--- src/hw/irq_periph_defines.svh ---
`ifndef IRQ_PERIPH_DEFINES_SVH
`define IRQ_PERIPH_DEFINES_SVH

// Bus widths
`define IRQP_ADDR_W         32
`define IRQP_DATA_W         32
`define IRQP_OFS_W          26

// Address map
`define IRQP_CLINT_BASE     32'h0200_0000
`define IRQP_CLINT_LEN      32'h0000_C000
`define IRQP_PLIC_BASE      32'h0C00_0000
`define IRQP_PLIC_LEN       32'h0400_0000

// CLINT offsets, 64-bit registers have the high word at +4
`define IRQP_MSIP_OFS       26'h000_0000
`define IRQP_MTIMECMP_OFS   26'h000_4000
`define IRQP_MTIME_OFS      26'h000_BFF8

// PLIC offsets
`define IRQP_PENDING_OFS    26'h000_1000
`define IRQP_ENABLE_OFS     26'h000_2000
`define IRQP_ENABLE_STRIDE  26'h000_0080
`define IRQP_CLAIM_OFS      26'h020_0004
`define IRQP_CLAIM_STRIDE   26'h000_1000

`define IRQP_NUM_SOURCES    32
`define IRQP_NUM_TARGETS    2
`define IRQP_FIFO_DEPTH     4

`endif
--- src/hw/irq_periph_pkg.sv ---
`default_nettype none
`include "irq_periph_defines.svh"

package irq_periph_pkg;

    typedef logic [`IRQP_OFS_W-1:0]  ofs_t;
    typedef logic [`IRQP_DATA_W-1:0] data_t;

    typedef enum logic [1:0] {
        TGT_CLINT = 2'd0,
        TGT_PLIC  = 2'd1,
        TGT_NONE  = 2'd2
    } periph_tgt_e;

    // As issued by the host
    typedef struct packed {
        logic                    we;
        logic [`IRQP_ADDR_W-1:0] addr;
        data_t                   wdata;
    } host_req_t;

    // Offset is relative to the window base
    typedef struct packed {
        logic        we;
        periph_tgt_e tgt;
        ofs_t        offset;
        data_t       wdata;
    } dec_req_t;

    typedef struct packed {
        data_t rdata;
        logic  err;
    } host_rsp_t;

endpackage

`default_nettype wire

--- src/hw/irq_periph_top.sv ---
`timescale 1ns/1ps
`default_nettype none
`include "irq_periph_defines.svh"

module irq_periph_top
    import irq_periph_pkg::*;
(
    input  wire logic                         clk_i,
    input  wire logic                         ndmreset_n,
    input  wire logic                         req_i,
    input  wire host_req_t                    req_data_i,
    output logic                              req_full_o,
    input  wire logic                         rsp_pop_i,
    output logic                              rsp_valid_o,
    output host_rsp_t                         rsp_o,
    input  wire logic [`IRQP_NUM_SOURCES-1:0] irq_sources_i,
    output logic                              timer_irq_o,
    output logic                              ipi_o,
    output logic      [`IRQP_NUM_TARGETS-1:0] eip_o
);

    logic      dec_push;
    dec_req_t  dec_req;
    logic      req_valid;
    dec_req_t  req_head;
    logic      req_pop;
    logic      rsp_push;
    host_rsp_t rsp_data;
    logic      rsp_full;

    bus_decoder u_bus_decoder (
        .clk_i      ( clk_i      ),
        .ndmreset_n ( ndmreset_n ),
        .req_i      ( req_i      ),
        .req_data_i ( req_data_i ),
        .push_o     ( dec_push   ),
        .dec_o      ( dec_req    )
    );

    sync_fifo #(
        .payload_t ( dec_req_t        ),
        .DEPTH     ( `IRQP_FIFO_DEPTH )
    ) u_req_fifo (
        .clk_i       ( clk_i      ),
        .ndmreset_n  ( ndmreset_n ),
        .push_i      ( dec_push   ),
        .data_i      ( dec_req    ),
        .pop_i       ( req_pop    ),
        .data_o      ( req_head   ),
        .not_empty_o ( req_valid  ),
        .full_o      ( req_full_o )
    );

    periph_regs u_periph_regs (
        .clk_i         ( clk_i         ),
        .ndmreset_n    ( ndmreset_n    ),
        .req_valid_i   ( req_valid     ),
        .req_i         ( req_head      ),
        .req_pop_o     ( req_pop       ),
        .rsp_full_i    ( rsp_full      ),
        .rsp_push_o    ( rsp_push      ),
        .rsp_o         ( rsp_data      ),
        .irq_sources_i ( irq_sources_i ),
        .timer_irq_o   ( timer_irq_o   ),
        .ipi_o         ( ipi_o         ),
        .eip_o         ( eip_o         )
    );

    sync_fifo #(
        .payload_t ( host_rsp_t       ),
        .DEPTH     ( `IRQP_FIFO_DEPTH )
    ) u_rsp_fifo (
        .clk_i       ( clk_i       ),
        .ndmreset_n  ( ndmreset_n  ),
        .push_i      ( rsp_push    ),
        .data_i      ( rsp_data    ),
        .pop_i       ( rsp_pop_i   ),
        .data_o      ( rsp_o       ),
        .not_empty_o ( rsp_valid_o ),
        .full_o      ( rsp_full    )
    );

    // Host holds off while the request FIFO is full
    assert property (@(posedge clk_i) disable iff (!ndmreset_n) req_i |-> !req_full_o)
        else $error("irq_periph_top: request issued while request FIFO full");

endmodule

`default_nettype wire

--- src/hw/periph_regs.sv ---
`timescale 1ns/1ps
`default_nettype none
`include "irq_periph_defines.svh"

module periph_regs
    import irq_periph_pkg::*;
(
    input  wire logic                         clk_i,
    input  wire logic                         ndmreset_n,
    input  wire logic                         req_valid_i,
    input  wire dec_req_t                     req_i,
    output logic                              req_pop_o,
    input  wire logic                         rsp_full_i,
    output logic                              rsp_push_o,
    output host_rsp_t                         rsp_o,
    input  wire logic [`IRQP_NUM_SOURCES-1:0] irq_sources_i,
    output logic                              timer_irq_o,
    output logic                              ipi_o,
    output logic      [`IRQP_NUM_TARGETS-1:0] eip_o
);

    logic  clint_we;
    logic  plic_we;
    data_t clint_rdata;
    data_t plic_rdata;
    logic  clint_hit;
    logic  plic_hit;
    logic  blk_hit;
    data_t blk_rdata;

    // One entry per cycle while there is room for its response
    assign req_pop_o  = req_valid_i && !rsp_full_i;
    assign rsp_push_o = req_pop_o;

    assign clint_we = req_pop_o && req_i.we && (req_i.tgt == TGT_CLINT);
    assign plic_we  = req_pop_o && req_i.we && (req_i.tgt == TGT_PLIC);

    clint_timer u_clint_timer (
        .clk_i       ( clk_i        ),
        .ndmreset_n  ( ndmreset_n   ),
        .we_i        ( clint_we     ),
        .offset_i    ( req_i.offset ),
        .wdata_i     ( req_i.wdata  ),
        .rdata_o     ( clint_rdata  ),
        .hit_o       ( clint_hit    ),
        .timer_irq_o ( timer_irq_o  ),
        .ipi_o       ( ipi_o        )
    );

    plic_lite u_plic_lite (
        .clk_i         ( clk_i         ),
        .ndmreset_n    ( ndmreset_n    ),
        .we_i          ( plic_we       ),
        .offset_i      ( req_i.offset  ),
        .wdata_i       ( req_i.wdata   ),
        .rdata_o       ( plic_rdata    ),
        .hit_o         ( plic_hit      ),
        .irq_sources_i ( irq_sources_i ),
        .eip_o         ( eip_o         )
    );

    always_comb begin
        case (req_i.tgt)
            TGT_CLINT: begin
                blk_hit   = clint_hit;
                blk_rdata = clint_rdata;
            end
            TGT_PLIC: begin
                blk_hit   = plic_hit;
                blk_rdata = plic_rdata;
            end
            default: begin
                blk_hit   = 1'b0;
                blk_rdata = '0;
            end
        endcase
        // Writes and misses carry no data
        rsp_o.err   = !blk_hit;
        rsp_o.rdata = (blk_hit && !req_i.we) ? blk_rdata : '0;
    end

    // msip only moves on a routed CLINT write
    assert property (@(posedge clk_i) disable iff (!ndmreset_n)
        $changed(ipi_o) |-> $past(clint_we))
        else $error("periph_regs: ipi changed without a CLINT write");

endmodule

`default_nettype wire

--- src/hw/plic_lite.sv ---
`timescale 1ns/1ps
`default_nettype none
`include "irq_periph_defines.svh"

module plic_lite
    import irq_periph_pkg::*;
(
    input  wire logic                         clk_i,
    input  wire logic                         ndmreset_n,
    input  wire logic                         we_i,
    input  wire ofs_t                         offset_i,
    input  wire data_t                        wdata_i,
    output data_t                             rdata_o,
    output logic                              hit_o,
    input  wire logic [`IRQP_NUM_SOURCES-1:0] irq_sources_i,
    output logic      [`IRQP_NUM_TARGETS-1:0] eip_o
);

    localparam int NS = `IRQP_NUM_SOURCES;
    localparam int NT = `IRQP_NUM_TARGETS;

    logic [NS-1:0]         pending_q;
    logic [NT-1:0][NS-1:0] enable_q;
    data_t                 claim_id [NT];

    function automatic ofs_t enable_ofs(input int t);
        return `IRQP_ENABLE_OFS + ofs_t'(t) * `IRQP_ENABLE_STRIDE;
    endfunction

    function automatic ofs_t claim_ofs(input int t);
        return `IRQP_CLAIM_OFS + ofs_t'(t) * `IRQP_CLAIM_STRIDE;
    endfunction

    // Level sources, pending just follows them
    always_ff @(posedge clk_i or negedge ndmreset_n) begin
        if (!ndmreset_n) begin
            pending_q <= '0;
            enable_q  <= '0;
        end else begin
            pending_q <= irq_sources_i;
            for (int t = 0; t < NT; t++) begin
                if (we_i && offset_i == enable_ofs(t)) begin
                    enable_q[t] <= wdata_i[NS-1:0];
                end
            end
        end
    end

    // Lowest enabled pending source wins
    always_comb begin
        for (int t = 0; t < NT; t++) begin
            eip_o[t]    = |(pending_q & enable_q[t]);
            claim_id[t] = '0;
            for (int s = NS - 1; s >= 0; s--) begin
                if (pending_q[s] && enable_q[t][s]) begin
                    claim_id[t] = data_t'(s + 1);
                end
            end
        end
    end

    always_comb begin
        rdata_o = '0;
        hit_o   = 1'b0;
        if (offset_i == `IRQP_PENDING_OFS) begin
            hit_o   = 1'b1;
            rdata_o = data_t'(pending_q);
        end
        for (int t = 0; t < NT; t++) begin
            if (offset_i == enable_ofs(t)) begin
                hit_o   = 1'b1;
                rdata_o = data_t'(enable_q[t]);
            end
            if (offset_i == claim_ofs(t)) begin
                hit_o   = 1'b1;
                rdata_o = claim_id[t];
            end
        end
    end

endmodule

`default_nettype wire

--- src/hw/clint_timer.sv ---
`timescale 1ns/1ps
`default_nettype none
`include "irq_periph_defines.svh"

module clint_timer
    import irq_periph_pkg::*;
(
    input  wire logic  clk_i,
    input  wire logic  ndmreset_n,
    input  wire logic  we_i,
    input  wire ofs_t  offset_i,
    input  wire data_t wdata_i,
    output data_t      rdata_o,
    output logic       hit_o,
    output logic       timer_irq_o,
    output logic       ipi_o
);

    localparam ofs_t MSIP      = `IRQP_MSIP_OFS;
    localparam ofs_t CMP_LO    = `IRQP_MTIMECMP_OFS;
    localparam ofs_t CMP_HI    = `IRQP_MTIMECMP_OFS + ofs_t'(4);
    localparam ofs_t MTIME_LO  = `IRQP_MTIME_OFS;
    localparam ofs_t MTIME_HI  = `IRQP_MTIME_OFS + ofs_t'(4);

    logic        rtc_q;
    logic        rtc_d_q;
    logic        rtc_rise;
    logic [63:0] mtime_q;
    logic [63:0] mtimecmp_q;
    logic        msip_q;

    // ----------------------------------------
    // rtc at half the clock rate
    always_ff @(posedge clk_i or negedge ndmreset_n) begin
        if (!ndmreset_n) begin
            rtc_q   <= 1'b0;
            rtc_d_q <= 1'b0;
        end else begin
            rtc_q   <= ~rtc_q;
            rtc_d_q <= rtc_q;
        end
    end

    assign rtc_rise = rtc_q & ~rtc_d_q;

    // ----------------------------------------
    // mtime is read-only from the bus
    always_ff @(posedge clk_i or negedge ndmreset_n) begin
        if (!ndmreset_n) begin
            mtime_q    <= '0;
            mtimecmp_q <= '1;
            msip_q     <= 1'b0;
        end else begin
            if (rtc_rise) begin
                mtime_q <= mtime_q + 64'd1;
            end
            if (we_i && offset_i == MSIP) begin
                msip_q <= wdata_i[0];
            end
            if (we_i && offset_i == CMP_LO) begin
                mtimecmp_q[31:0] <= wdata_i;
            end
            if (we_i && offset_i == CMP_HI) begin
                mtimecmp_q[63:32] <= wdata_i;
            end
        end
    end

    always_comb begin
        rdata_o = '0;
        hit_o   = 1'b1;
        case (offset_i)
            MSIP:     rdata_o = data_t'(msip_q);
            CMP_LO:   rdata_o = mtimecmp_q[31:0];
            CMP_HI:   rdata_o = mtimecmp_q[63:32];
            MTIME_LO: rdata_o = mtime_q[31:0];
            MTIME_HI: rdata_o = mtime_q[63:32];
            default:  hit_o   = 1'b0;
        endcase
    end

    assign timer_irq_o = (mtime_q >= mtimecmp_q);
    assign ipi_o       = msip_q;

endmodule

`default_nettype wire

--- src/hw/sync_fifo.sv ---
`timescale 1ns/1ps
`default_nettype none

module sync_fifo #(
    parameter type payload_t = logic,
    parameter int  DEPTH     = 4
) (
    input  wire logic     clk_i,
    input  wire logic     ndmreset_n,
    input  wire logic     push_i,
    input  wire payload_t data_i,
    input  wire logic     pop_i,
    output payload_t      data_o,
    output logic          not_empty_o,
    output logic          full_o
);

    localparam int AW = $clog2(DEPTH);

    payload_t      mem_q [DEPTH];
    logic [AW-1:0] wptr_q;
    logic [AW-1:0] rptr_q;
    logic [AW:0]   count_q;

    assign data_o      = mem_q[rptr_q];
    assign not_empty_o = (count_q != '0);
    assign full_o      = (count_q == (AW + 1)'(DEPTH));

    always_ff @(posedge clk_i) begin
        if (push_i) begin
            mem_q[wptr_q] <= data_i;
        end
    end

    // Pointers wrap naturally, DEPTH is a power of two
    always_ff @(posedge clk_i or negedge ndmreset_n) begin
        if (!ndmreset_n) begin
            wptr_q  <= '0;
            rptr_q  <= '0;
            count_q <= '0;
        end else begin
            if (push_i) begin
                wptr_q <= wptr_q + 1'b1;
            end
            if (pop_i) begin
                rptr_q <= rptr_q + 1'b1;
            end
            case ({push_i, pop_i})
                2'b10:   count_q <= count_q + 1'b1;
                2'b01:   count_q <= count_q - 1'b1;
                default: count_q <= count_q;
            endcase
        end
    end

    // ----------------------------------------
    assert property (@(posedge clk_i) disable iff (!ndmreset_n) push_i |-> !full_o)
        else $error("sync_fifo: push while full");
    assert property (@(posedge clk_i) disable iff (!ndmreset_n) pop_i |-> not_empty_o)
        else $error("sync_fifo: pop while empty");

endmodule

`default_nettype wire

--- src/hw/bus_decoder.sv ---
`timescale 1ns/1ps
`default_nettype none
`include "irq_periph_defines.svh"

module bus_decoder
    import irq_periph_pkg::*;
(
    input  wire logic      clk_i,
    input  wire logic      ndmreset_n,
    input  wire logic      req_i,
    input  wire host_req_t req_data_i,
    output logic           push_o,
    output dec_req_t       dec_o
);

    localparam int OW = `IRQP_OFS_W;

    logic     clint_hit;
    logic     plic_hit;
    dec_req_t dec_d;

    // Windows are [base, base + len)
    assign clint_hit = (req_data_i.addr >= `IRQP_CLINT_BASE) &&
                       (req_data_i.addr <  `IRQP_CLINT_BASE + `IRQP_CLINT_LEN);
    assign plic_hit  = (req_data_i.addr >= `IRQP_PLIC_BASE) &&
                       (req_data_i.addr <  `IRQP_PLIC_BASE + `IRQP_PLIC_LEN);

    always_comb begin
        dec_d.we    = req_data_i.we;
        dec_d.wdata = req_data_i.wdata;
        if (clint_hit) begin
            dec_d.tgt    = TGT_CLINT;
            dec_d.offset = OW'(req_data_i.addr - `IRQP_CLINT_BASE);
        end else if (plic_hit) begin
            dec_d.tgt    = TGT_PLIC;
            dec_d.offset = OW'(req_data_i.addr - `IRQP_PLIC_BASE);
        end else begin
            dec_d.tgt    = TGT_NONE;
            dec_d.offset = '0;
        end
    end

    always_ff @(posedge clk_i or negedge ndmreset_n) begin
        if (!ndmreset_n) begin
            push_o <= 1'b0;
        end else begin
            push_o <= req_i;
        end
    end

    always_ff @(posedge clk_i) begin
        if (req_i) begin
            dec_o <= dec_d;
        end
    end

endmodule

`default_nettype wire

--- config.mk ---
export PLATFORM = sky130hd
export DESIGN_NAME = irq_periph_top
export DESIGN_NICKNAME = d
export VERILOG_FILES = /design/src/hw/irq_periph_pkg.sv /design/src/hw/irq_periph_top.sv /design/src/hw/periph_regs.sv /design/src/hw/plic_lite.sv /design/src/hw/clint_timer.sv /design/src/hw/sync_fifo.sv /design/src/hw/bus_decoder.sv
export VERILOG_INCLUDE_DIRS = /design/src /design/src/hw
export SDC_FILE = /design/constraint.sdc
export NUM_CORES = 1
export LEC_CHECK = 0
export ABC_CLOCK_PERIOD_IN_PS = 8750
export BUFFER_PORTS_ARGS = -buffer_cell sky130_fd_sc_hd__buf_2
export CAP_MARGIN = 20
export CORE_MARGIN = 2
export CORE_UTILIZATION = 50
export DETAILED_ROUTE_END_ITERATION = 10
export GPL_ROUTABILITY_DRIVEN = 0
export PLACE_DENSITY = 0.67
export SETUP_SLACK_MARGIN = 0.1
export SLEW_MARGIN = 20
export SYNTH_ARGS = -nofsm -noshare
export SYNTH_HDL_FRONTEND = slang
export SYNTH_HIERARCHICAL = 1
export SYNTH_SLANG_ARGS = --single-unit
--- constraint.sdc ---
create_clock -name clk_i -period 8.75 [get_ports clk_i]
set_clock_uncertainty 0.15 [all_clocks]
set_input_delay 1.75 -clock clk_i [delete_from_list [all_inputs] [get_ports clk_i]]
set_output_delay 1.75 -clock clk_i [all_outputs]
set_load 0.01 [all_outputs]
==> results by group, run 1 <==
Detailed routing
  – Vias per cell: 5.95
  – Drt initial violations: 1779
  – DR pass1 iterations: 8
  – Average wire per standard cell: 22.7 um
  – Remaining antenna violation count after routing: 0
  – Vias: 18000
  – # DRC: 0
  – Drt total wl: roughly 69000 um

Synthesis
  – Simple-Gate Fraction of Synth Area: 8.58%
  – Synth Area in Adders: under 10%
  – Area leader, netlist: edfxtp_1
  – Largest family of logic cells by synthesized area: multiplexers
  – Synth Area in Compound Gates: roughly 5.2%
  – FFs w/ async S/R, synth: 35.6%
  – Most used DFF post-synth: edfxtp_1
  – Synth Warn #: 6
  – Synth unique cells: 82
  – Synth Cell Area: around 31000 um2
  – Multiplexer share of the synthesized area: 15.0%
  – Synth cell count leaders: edfxtp_1 (437), dfrtp_1 (178), nand2_1 (138)
  – Syn Nets: 2202
  – Post-synth EDFFs: 437
  – Synth Register Bits: 679
  – Most frequent cell after synthesis: edfxtp_1
  – Synthesized area per cell: 15.2 um2
  – Seq/Total Area, Yosys: a little over three fifths
  – Post-Synth XOR/XNOR Area: 2.14%
  – Top cell type's share of synthesized area: 42.8%
  – Largest cells by area after synthesis: edfxtp_1 (43%), dfrtp_1 (15%), mux4_2 (6.3%)
  – Post-Synthesis Cells: 2024

Final layout
  – Fill cell count: 4671
  – Layout cell share with drive strength beyond 1: roughly 29%
  – Multi-input gate area: 10500 um2
  – Final Non-Filler Cells: between 3000 and 4000
  – Final net count: 2358
  – Area growth from synthesis to layout: 11.9%
  – Fin area: 34300 um2
  – Antenna Diode Count: 0
  – Register area: approximately 19000 um2

Global route
  – Vias in the first global route: 18200
  – Initial antenna violation count: 0
  – Total GRT Usage: roughly 22%
  – Largest net degree at the start of global routing: 103
  – Gr ovfl total: 0
  – First-pass GRT wire length: 107000 um

CTS
  – Worst-Skew Late Latency: 0.62 ns
  – Root Buffer: clkbuf_16
  – CTS Sinks: a little under 700
  – H-Tree Depth: 3
  – Clock Path Buffers: 3
  – Clk pin slew, worst setup/hold paths: ~0.060 ns
  – CTS Hold Bufs: 0
  – Resize count post-CTS: 0
  – Number of buffers created by CTS: 70
  – Post-CTS Setup Bufs: 0
  – CTS tree: yes

Worst setup path
  – Highest-delay cell along the critical path: and2_1
  – Crit Path Max Fanout: 42
  – Crit path cell chain: buf_4 -> mux4_2 -> nor4_1 -> nand3_1 -> nor2_1 -> and2_1 -> and3_1 -> buf_4 -> mux2_2
  – Slowest cell delay on critical path: roughly 0.93 ns
  – CP delay by family, top: simple AND/OR/NAND/NOR gates
  – Worst Path Buf+Inv: 2
  – Critical setup path kind: flop to flop
  – Critical path arrival: 6.00 ns
  – Crit path top cell by count: buf_4
  – Startpoint Class: flop
  – CP required: between 9 and 10 ns
  – Crit path capture type: flop

STA
  – Least-Margin Pin Slew: 1.16 ns
  – Final setup violation count: 0
  – Slew HR: a little under a quarter
  – Fmax: 178 MHz
  – RSZ-0062 raised after global routing: false
  – Final Hold Fails: 0
  – Fin. max-slew vios: 0
  – Final period util: 64.2%
  – Minimum clock period: 5.61 ns
  – Setup TNS: 0 ns

Die
  – Die Wd: about 250 um
  – Starting Density: 50.7%
  – Die ar.: 63300 um2
  – Placeable Area: 60500 um2
  – Die Y: 252 um
  – Io pins: 140
  – Site Rows: 90

Power
  – Max VDD drop: 187 uV
  – P per Cell Area: 276 nW/um2
  – Total power: 9460 uW
  – Lkg Pwr: about 0.013 uW

Run
  – Max_cap viols: 0

Min path
  – Worst hold path type: flop to flop

Placement
  – Port buffer count: 139
  – Placed instance area: 32000 um2
  – Dpl cells: between 2000 and 3000
  – Dpl hpwl: 47400 um

Outcome
  – Status: finished clean
## logic make-up (layout without fill, tap and decap cells)
kind of cell	count (synthesis)	count (layout)
and+or+nand+nor	457	457
buffers and inverters	173	387
muxes	323	323
DFF	679	679
adders and majority gates	77	77
AOI/OAI and AO/OA	240	240
xor gates and xnor gates	75	75
## path summary, 6_finish.rpt
path	startpoint	endpoint	slack (ns)	cells after the start
worst max-delay path	u_req_fifo/rptr_q[0]	u_periph_regs/u_clint_timer/mtimecmp_q[28]	3.14	9
worst min-delay path	u_periph_regs/u_clint_timer/rtc_q	u_periph_regs/u_clint_timer/rtc_d_q	0.28	0
worst max register to register	u_req_fifo/rptr_q[0]	u_periph_regs/u_clint_timer/mtimecmp_q[28]	3.14	9
worst min register to register	u_periph_regs/u_clint_timer/rtc_q	u_periph_regs/u_clint_timer/rtc_d_q	0.28	0
max in group asynchronous	ndmreset_n	u_periph_regs/u_plic_lite/enable_q[2]	5.92	2
min in group asynchronous	ndmreset_n	u_periph_regs/u_plic_lite/pending_q[1]	0.98	1
## layout by cell type (no fill, tap or decap), types with 65 or more instances in the layout
master,Yosys,layout
inv_1,91,91
nor2_1,65,65
mux2i_1,98,98
edfxtp_1,437,437
buf_2,25,138
mux4_2,86,86
ha_1,75,75
mux2_2,128,128
clkbuf_16,0,73
nand2_1,138,138
dfrtp_1,178,174
## final cells by class
class	count	share of cell area, %
clock inverter	24	0.802
clock buffer	106	5.94
timing repair buffer	166	2.65
multi-input combinational	1172	30.7
tap	782	2.85
inverter	91	0.995
sequential	679	56.1
## report_power, final
part | internal (uW) | total [uW] | switching, uW
sequential | 4070 | 4300 | 230
clock | 1720 | 2960 | 1240
combinational | 888 | 2210 | 1320
total | 6680 | 9460 | 2790
## metal layers
| metal | vias up | track usage [%] | share of wire [%] |
|---|---|---|---|
| li1 | 8054 | - | - |
| met1 | 9086 | 31.7 | 45 |
| met2 | 685 | 34.8 | 46 |
| met3 | 142 | 3.36 | 6.0 |
| met4 | 0 | 7.30 | 2.7 |
| met5 | - | 0 | 0 |
## sequential cells by signal, summed over array words and instances (netlist names), 32 cells and up
register,flops
u_periph_regs/u_clint_timer/mtimecmp_q,64
u_req_fifo/mem_q,244
u_periph_regs/u_plic_lite/pending_q,32
u_periph_regs/u_plic_lite/enable_q,64
u_periph_regs/u_clint_timer/mtime_q,64
u_bus_decoder/dec_o,61
u_rsp_fifo/mem_q,132
## stage by stage
step | hold WS [ns] | util (%) | setup WS, ns
final | 0.276 | 56.8 | 3.14
after global routing | 0.290 | 56.8 | 2.75
after CTS | 0.276 | 56.8 | 3.10
after detailed placement | 0.271 | 52.9 | 3.10
after global placement | 0.252 | 52.9 | 3.12
after floorplan | 0.238 | - | 4.77
Note: power is estimated with default switching activity, not from simulation.
==> run 2: changes to the inputs <==
- ABC_CLOCK_PERIOD_IN_PS: 8750 -> 5800
- clock period: 8.75 -> 5.8 ns (I/O delays scaled with it)
==> run 2 against run 1 <==
Against the previous run:
- total power is 54% higher
- sequential share of layout area is 0.29 points lower
- clock-buffer cell count is 9 lower
- global-route usage is 0.17 points higher
==> results by group, run 2 (synthesized netlist as in run 1, its figures left out) <==
Global route
  – Largest net degree at the start of global routing: 103 (unchanged)
  – Vias in the first global route: 18000 (was 18200)
  – Initial antenna violation count: 0 (unchanged)
  – First-pass GRT wire length: 107000 um (about the same)
  – Gr ovfl total: 0 (unchanged)
  – Total GRT Usage: 22.2% (was 22.1%)

Placement
  – Dpl cells: 2894 (was 2890)
  – Port buffer count: 139 (unchanged)
  – Pre-CTS setup slack: 1.05 ns (was 3.10 ns)
  – Placed instance area: 32100 um2 (was 32000 um2)
  – Dpl hpwl: 48300 um (was 47400 um)

Final layout
  – Final net count: 2364 (was 2358)
  – Most common cell after layout, fill and taps aside: edfxtp_1 (unchanged)
  – Final Non-Filler Cells: 3026 (was 3020)
  – Finished Core Util: 57.1% (was 56.8%)
  – Layout cell share with drive strength beyond 1: 29.5% (was 29.0%)
  – Fill cell count: 4714 (was 4671)
  – Most frequent cells in the layout: edfxtp_1 (437), dfrtp_1 (174), buf_2 (138), nand2_1 (138), mux2_2 (128) (unchanged)
  – Area growth from synthesis to layout: 12.5% (was 11.9%)
  – Fin area: 34500 um2 (was 34300 um2)
  – Biggest register: u_req_fifo/mem_q (unchanged)
  – Max reg flops: 244 (unchanged)
  – Largest regs: u_req_fifo/mem_q (244), u_rsp_fifo/mem_q (132) (unchanged)
  – Antenna Diode Count: 0 (unchanged)

CTS
  – CTS Hold Bufs: 0 (unchanged)
  – CTS tree: yes (unchanged)
  – Root Buffer: clkbuf_16 (unchanged)
  – CTS Sinks: 679 (unchanged)
  – Post-CTS Setup Bufs: 0 (unchanged)
  – Resize count post-CTS: 0 (unchanged)
  – Number of buffers created by CTS: 72 (was 70)
  – Clk pin slew, worst setup/hold paths: 0.06 ns (about the same)
  – H-Tree Depth: 3 (unchanged)
  – Clock Path Buffers: 3 (unchanged)
  – Worst-Skew Late Latency: 0.61 ns (was 0.62 ns)

Worst setup path
  – Startpoint Class: flop (unchanged)
  – R2R Path Start: u_req_fifo/rptr_q[0] (unchanged)
  – Critical Path End: timer_irq_o (was u_periph_regs/u_clint_timer/mtimecmp_q[28])
  – Crit path capture type: output port (was flop)
  – Critical Path Start: u_periph_regs/u_clint_timer/mtimecmp_q[63] (was u_req_fifo/rptr_q[0])
  – R2r worst-path depth: 9 (unchanged)
  – Critical path arrival: 3.51 ns (was 6.00 ns)
  – Capturing point of the worst reg2reg path: u_rsp_fifo/mem_q[3][1] (was u_periph_regs/u_clint_timer/mtimecmp_q[28])
  – Register-to-register setup slack: 1.04 ns (was 3.14 ns)
  – CP required: 4.49 ns (was 9.14 ns)
  – Crit Path Max Fanout: 3 (was 42)
  – Critical setup path kind: flop to output port (was flop to flop)

Outcome
  – Status: finished clean (unchanged)

Detailed routing
  – Vias: 17900 (was 18000)
  – # DRC: 0 (unchanged)
  – Drt total wl: 69500 um (was 68500 um)
  – Drt initial violations: 1893 (was 1779)
  – Remaining antenna violation count after routing: 0 (unchanged)
  – Average wire per standard cell: 23.0 um (was 22.7 um)
  – DR pass1 iterations: 6 (was 8)
  – Vias per cell: 5.93 (was 5.95)

STA
  – Final setup violation count: 0 (unchanged)
  – Fmax: 208 MHz
  – Slew HR: 22.9% (was 22.5%)
  – Fin. max-slew vios: 0 (unchanged)
  – RSZ-0062 raised after global routing: false (unchanged)
  – Setup TNS: 0 ns (unchanged)
  – Final period util: 83.1%
  – Final Worst Setup Slack: 0.982 ns (was 3.14 ns)
  – Final Hold Fails: 0 (unchanged)
  – Minimum clock period: 4.82 ns
  – Least-Margin Pin Slew: 1.15 ns (was 1.16 ns)

Power
  – P per Cell Area: 421 nW/um2 (was 276 nW/um2)
  – Max VDD drop: 224 uV (was 187 uV)
  – Lkg Pwr: 0.0132 uW (was 0.0131 uW)

Die
  – Die ar.: 63300 um2 (unchanged)
  – Die Y: 252 um (unchanged)
  – Starting Density: 50.7% (unchanged)
  – Die Wd: 252 um (unchanged)
  – Placeable Area: 60500 um2 (unchanged)
  – Site Rows: 90 (unchanged)
  – Io pins: 140 (unchanged)

Min path
  – Worst hold path type: flop to flop (unchanged)
  – Hold Path Origin: u_periph_regs/u_clint_timer/rtc_q (unchanged)

Run
  – Max_cap viols: 0 (unchanged)
## run 2: cell count changes in the layout (fill, tap and decap cells not counted), moves of 3 or more
cell       previous run  this run
clkinv_2              7        14
clkinv_8              4         0
buf_4                27        30
inv_6                 3         6
clkbuf_16            73        77
clkbuf_1             23        14
bufinv_16             3         7
## run 2: critical path: stages (launching register included)
cell and delay, ns:
dfstp_2 0.54, inv_1 0.08, ha_1 0.30, nand4_1 0.21
nor4_1 0.81, nand3_1 0.30, o21ai_0 0.44, buf_2 0.21
## run 2: layout make-up
class,count,area [um2],share of cell area [%]
inverters,91,342,0.990
multi-input cells,1172,10500,30.5
clock inverters,35,384,1.11
repair buffers,170,951,2.76
well taps,782,978,2.83
flip-flops and latches,679,19300,55.8
clock buffers,97,2060,5.97
## run 2: per-stage QoR
stage          total power [uW]  hold WS, ns
3_5_place_dp              10000        0.274
2_1_floorplan              8950        0.238
4_1_cts                   14700        0.288
3_3_place_gp               9930        0.263
6_report                  14500        0.290
5_1_grt                   15200        0.305
## run 2: metal layers
layer | track usage (%) | share of wire (%)
met5 | 0 | 0
met4 | 7.59 | 2.7
met3 | 3.48 | 6.0
met2 | 35.1 | 47
met1 | 31.8 | 44
## run 2: worst min path at each step
| stage | to | slack [ns] | cells after the start |
|---|---|---|---|
| finish | u_periph_regs/u_clint_timer/rtc_d_q | 0.29 | 0 |
| global route | u_periph_regs/u_clint_timer/rtc_d_q | 0.30 | 0 |
| CTS | u_periph_regs/u_clint_timer/rtc_d_q | 0.29 | 0 |
| detailed placement | u_periph_regs/u_clint_timer/rtc_d_q | 0.27 | 0 |
| global placement | u_periph_regs/u_clint_timer/rtc_d_q | 0.26 | 0 |
| floorplan | u_periph_regs/u_clint_timer/rtc_d_q | 0.24 | 0 |
## run 2: report_power, final
group | switching [uW] | internal [uW]
Combinational | 1990 | 1340
Sequential | 370 | 6140
Clock | 1870 | 2820
Total | 4240 | 10300
==> run 3: changes to the inputs <==
- ABC_AREA: not set -> 1
- ABC_CLOCK_PERIOD_IN_PS: 5800 -> 3900
- PLACE_DENSITY: 0.67 -> 0.69
- clock period: 5.8 -> 3.9 ns (I/O delays scaled with it)
==> run 3 against run 2 <==
Against the previous run:
- global-route usage is 2.7 points higher
- critical path depth is 9 higher
- sequential cell count stayed put
- setup slack worse by 0.76 ns
- area after synthesis is 8.1% higher
- via count is 37% higher
- core utilization is 0.053 points higher
- hold slack worse by 0.20 ns
- largest cell class unchanged
==> results by group, run 3 <==
Power
  – P_sw: 7960 uW (was 4240 uW)
  – Lkg Pwr: 0.0163 uW (was 0.0132 uW)
  – Comb pwr share: 28.0% (was 23.0%)
  – Switch share: 34.9% (was 29.1%)
  – Max VDD drop: 410 uV (was 224 uV)
  – P per Cell Area: 607 nW/um2 (was 421 nW/um2)
  – Int Power: 14900 uW (was 10300 uW)
  – Clock Power Share: 30.9% (was 32.3%)
  – Seq pwr share: 41.1% (was 44.7%)

STA
  – RSZ-0062 raised after global routing: true (was false)
  – Final Hold Fails: 0 (unchanged)
  – Slew HR: 39.9% (was 22.9%)
  – Final Worst Setup Slack: 0.218 ns (was 0.982 ns)
  – Minimum clock period: 3.68 ns
  – Final period util: 94.4%
  – Fmax: 272 MHz
  – Setup TNS: 0 ns (unchanged)
  – Fin. max-slew vios: 0 (unchanged)
  – Least-Margin Pin Slew: 0.894 ns (was 1.15 ns)
  – Final setup violation count: 0 (unchanged)

Final layout
  – Area growth from synthesis to layout: 13.3% (was 12.5%)
  – Most frequent cells in the layout: nand2_1 (993), inv_1 (466), edfxtp_1 (437) (was edfxtp_1 (437), dfrtp_1 (174), buf_2 (138), nand2_1 (138), mux2_2 (128))
  – Biggest register: u_req_fifo/mem_q (unchanged)
  – Max reg flops: 244 (unchanged)
  – Layout cell share with drive strength beyond 1: 15.2% (was 29.5%)
  – Largest regs: u_req_fifo/mem_q (244), u_rsp_fifo/mem_q (132) (unchanged)
  – Final net count: 3786 (was 2364)
  – Antenna Diode Count: 0 (unchanged)
  – Most common cell after layout, fill and taps aside: nand2_1 (was edfxtp_1)

Placement
  – Pre-CTS setup slack: 0.0748 ns (was 1.05 ns)
  – Port buffer count: 139 (unchanged)
  – Dpl hpwl: 59500 um (was 48300 um)

CTS
  – H-Tree Depth: 3 (unchanged)
  – Clock Path Buffers: 3 (unchanged)
  – Worst-Skew Late Latency: 0.64 ns (was 0.61 ns)
  – Root Buffer: clkbuf_16 (unchanged)
  – Clk pin slew, worst setup/hold paths: 0.06 ns (about the same)
  – CTS Sinks: 679 (unchanged)
  – Number of buffers created by CTS: 74 (was 72)
  – CTS tree: yes (unchanged)

Worst setup path
  – Critical setup path kind: flop to flop (was flop to output port)
  – Capturing point of the worst reg2reg path: u_rsp_fifo/mem_q[3][4] (was u_rsp_fifo/mem_q[3][1])
  – Crit path capture type: flop (was output port)
  – Critical path arrival: 3.96 ns (was 3.51 ns)
  – Startpoint Class: flop (unchanged)
  – Crit Path Max Fanout: 32 (was 3)
  – Critical Path End: u_rsp_fifo/mem_q[3][4] (was timer_irq_o)
  – R2r worst-path depth: 16 (was 9)
  – Critical Path Start: u_req_fifo/rptr_q[0] (was u_periph_regs/u_clint_timer/mtimecmp_q[63])
  – Register-to-register setup slack: 0.22 ns (was 1.04 ns)
  – CP required: 4.18 ns (was 4.49 ns)
  – R2R Path Start: u_req_fifo/rptr_q[0] (unchanged)

Detailed routing
  – Vias per cell: 5.41 (was 5.93)
  – Drt total wl: 85200 um (was 69500 um)
  – DR pass1 iterations: 6 (unchanged)
  – Drt initial violations: 2537 (was 1893)
  – Vias: 24500 (was 17900)
  – Average wire per standard cell: 18.8 um (was 23.0 um)
  – # DRC: 0 (unchanged)
  – Remaining antenna violation count after routing: 0 (unchanged)

Synthesis
  – Synthesized area per cell: 9.63 um2 (was 15.2 um2)
  – Post-Synthesis Cells: 3442 (was 2024)
  – Syn Nets: 3620 (was 2202)
  – Synth Cell Area: 33200 um2 (was 30700 um2)
  – Most frequent cell after synthesis: nand2_1 (was edfxtp_1)
  – Seq/Total Area, Yosys: 58.1% (was 62.8%)
  – Area leader, netlist: edfxtp_1 (unchanged)
  – Post-synth EDFFs: 437 (unchanged)
  – Top cell type's share of synthesized area: 39.6% (was 42.8%)
  – Synth unique cells: 58 (was 82)
  – Synth Register Bits: 679 (unchanged)
  – Largest cells by area after synthesis: edfxtp_1 (40%), dfrtp_1 (13%), nand2_1 (11%) (was edfxtp_1 (43%), dfrtp_1 (15%), mux4_2 (6.3%))
  – Synth Warn #: 6 (unchanged)
  – FFs w/ async S/R, synth: 35.6% (unchanged)
  – Most used DFF post-synth: edfxtp_1 (unchanged)
  – Synth cell count leaders: nand2_1 (995), inv_1 (472), edfxtp_1 (437) (was edfxtp_1 (437), dfrtp_1 (178), nand2_1 (138))

Die
  – Die Wd: 262 um (was 252 um)
  – Io pins: 140 (unchanged)
  – Die ar.: 68400 um2 (was 63300 um2)
  – Placeable Area: 65700 um2 (was 60500 um2)
  – Site Rows: 94 (was 90)
  – Die Y: 262 um (was 252 um)
  – Starting Density: 50.4% (was 50.7%)

Outcome
  – Status: finished clean (unchanged)

Global route
  – Total GRT Usage: 25.0% (was 22.2%)
  – First-pass GRT wire length: 130000 um (was 107000 um)
  – Vias in the first global route: 22900 (was 18000)
  – Initial antenna violation count: 0 (unchanged)
  – Largest net degree at the start of global routing: 70 (was 103)
  – Gr ovfl total: 0 (unchanged)

Run
  – Max_cap viols: 0 (unchanged)

Min path
  – Worst hold path type: input pin to flop (was flop to flop)
==> run 3: cell count changes after synthesis, sizes merged, moves of 99 or more <==
cell and delta:
mux2 -130, nand3 +164, nand2 +871, nor2 +157, mux2i -99, o211ai +182
inv +389
==> run 3: layer usage <==
| layer | global-route usage [%] | part of all wire [%] | up-vias |
|---|---|---|---|
| li1 | - | - | 11800 |
| met3 | 3.88 | 7.6 | 206 |
| met2 | 38.8 | 45 | 1042 |
| met4 | 11.7 | 5.0 | 0 |
| met5 | 0 | 0 | - |
| met1 | 34.5 | 42 | 11500 |
==> run 3: through the flow <==
step | utilization [%] | cell area (um2) | std cells | hold WS [ns] | power (uW)
4_1_cts | 56.8 | 37300 | 4521 | 0.0666 | 22900
6_report | 57.1 | 37600 | 4533 | 0.0954 | 22800
5_1_grt | 57.1 | 37600 | 4533 | 0.0803 | 23900
3_3_place_gp | 53.0 | 34900 | 4383 | 0.264 | 15700
3_5_place_dp | 53.0 | 34900 | 4383 | 0.270 | 15800
2_1_floorplan | - | 33200 | 3442 | 0.243 | 13600
==> run 3: worst max-delay path, stage by stage, from the launching register on <==
cell	delay [ns]
dfrtp_4	0.47
buf_6	0.15
o211ai_1	0.18
nand2_1	0.09
or4_4	0.55
nor4_4	0.25
nand3b_4	0.13
nor4_4	0.25
inv_2	0.08
nor2_4	0.15
buf_4	0.13
nor3_1	0.03
nand3_1	0.06
nand3_1	0.09
nand2_2	0.19
nand2_8	0.21
nor2_1	0.28
==> run 3: area by class of cell <==
cell class / count / area [um2]
Clock buffer: 94 / 1960
Sequential cell: 679 / 19300
Multi-Input combinational cell: 2141 / 11300
Inverter: 481 / 1810
Clock inverter: 43 / 493
Tap cell: 864 / 1080
Timing Repair Buffer: 231 / 1600
Fill cell: 5518 / 28200
==> run 3: timing repair <==
action                                  4_1_cts  5_1_grt
setup buffers                                 0       10
endpoints found under the hold margin        21        0
pin swaps                                     0        3
endpoints found under the setup margin       42      182
gates cloned                                  0        2
resized for setup                             4       30
hold buffers                                  1        0
==> run 3: logic make-up (layout without fill, tap and decap cells) <==
group                      after synthesis  count (layout)  synth area share [%]
adders and majority gates               77              77                  2.95
and+or+nand+nor                       1588            1590                  20.8
AOI/OAI and AO/OA                      418             418                  8.56
xor gates and xnor gates                56              56                  1.48
DFF                                    679             679                  58.1
buffers and inverters                  624             849                  8.11
==> run 3: worst min-delay path by stage <==
stage                                                          to  cells after the start  slack (ns)                               from
final                     u_periph_regs/u_plic_lite/pending_q[11]                      1         0.1                  irq_sources_i[11]
after global routing      u_periph_regs/u_plic_lite/pending_q[11]                      1        0.08                  irq_sources_i[11]
after CTS                 u_periph_regs/u_plic_lite/pending_q[16]                      1        0.07                  irq_sources_i[16]
after detailed placement      u_periph_regs/u_clint_timer/rtc_d_q                      0        0.27  u_periph_regs/u_clint_timer/rtc_q
after global placement        u_periph_regs/u_clint_timer/rtc_d_q                      0        0.26  u_periph_regs/u_clint_timer/rtc_q
after floorplan               u_periph_regs/u_clint_timer/rtc_d_q                      0        0.24  u_periph_regs/u_clint_timer/rtc_q
==> run 3: power groups by stage <==
stage | logic (uW) | registers (uW) | clock network, uW
2_1_floorplan | 4300 | 9320 | 0
3_3_place_gp | 6160 | 9510 | 0
3_5_place_dp | 6230 | 9540 | 0
4_1_cts | 6270 | 9410 | 7190
5_1_grt | 6960 | 9480 | 7480
6_report | 6380 | 9380 | 7060
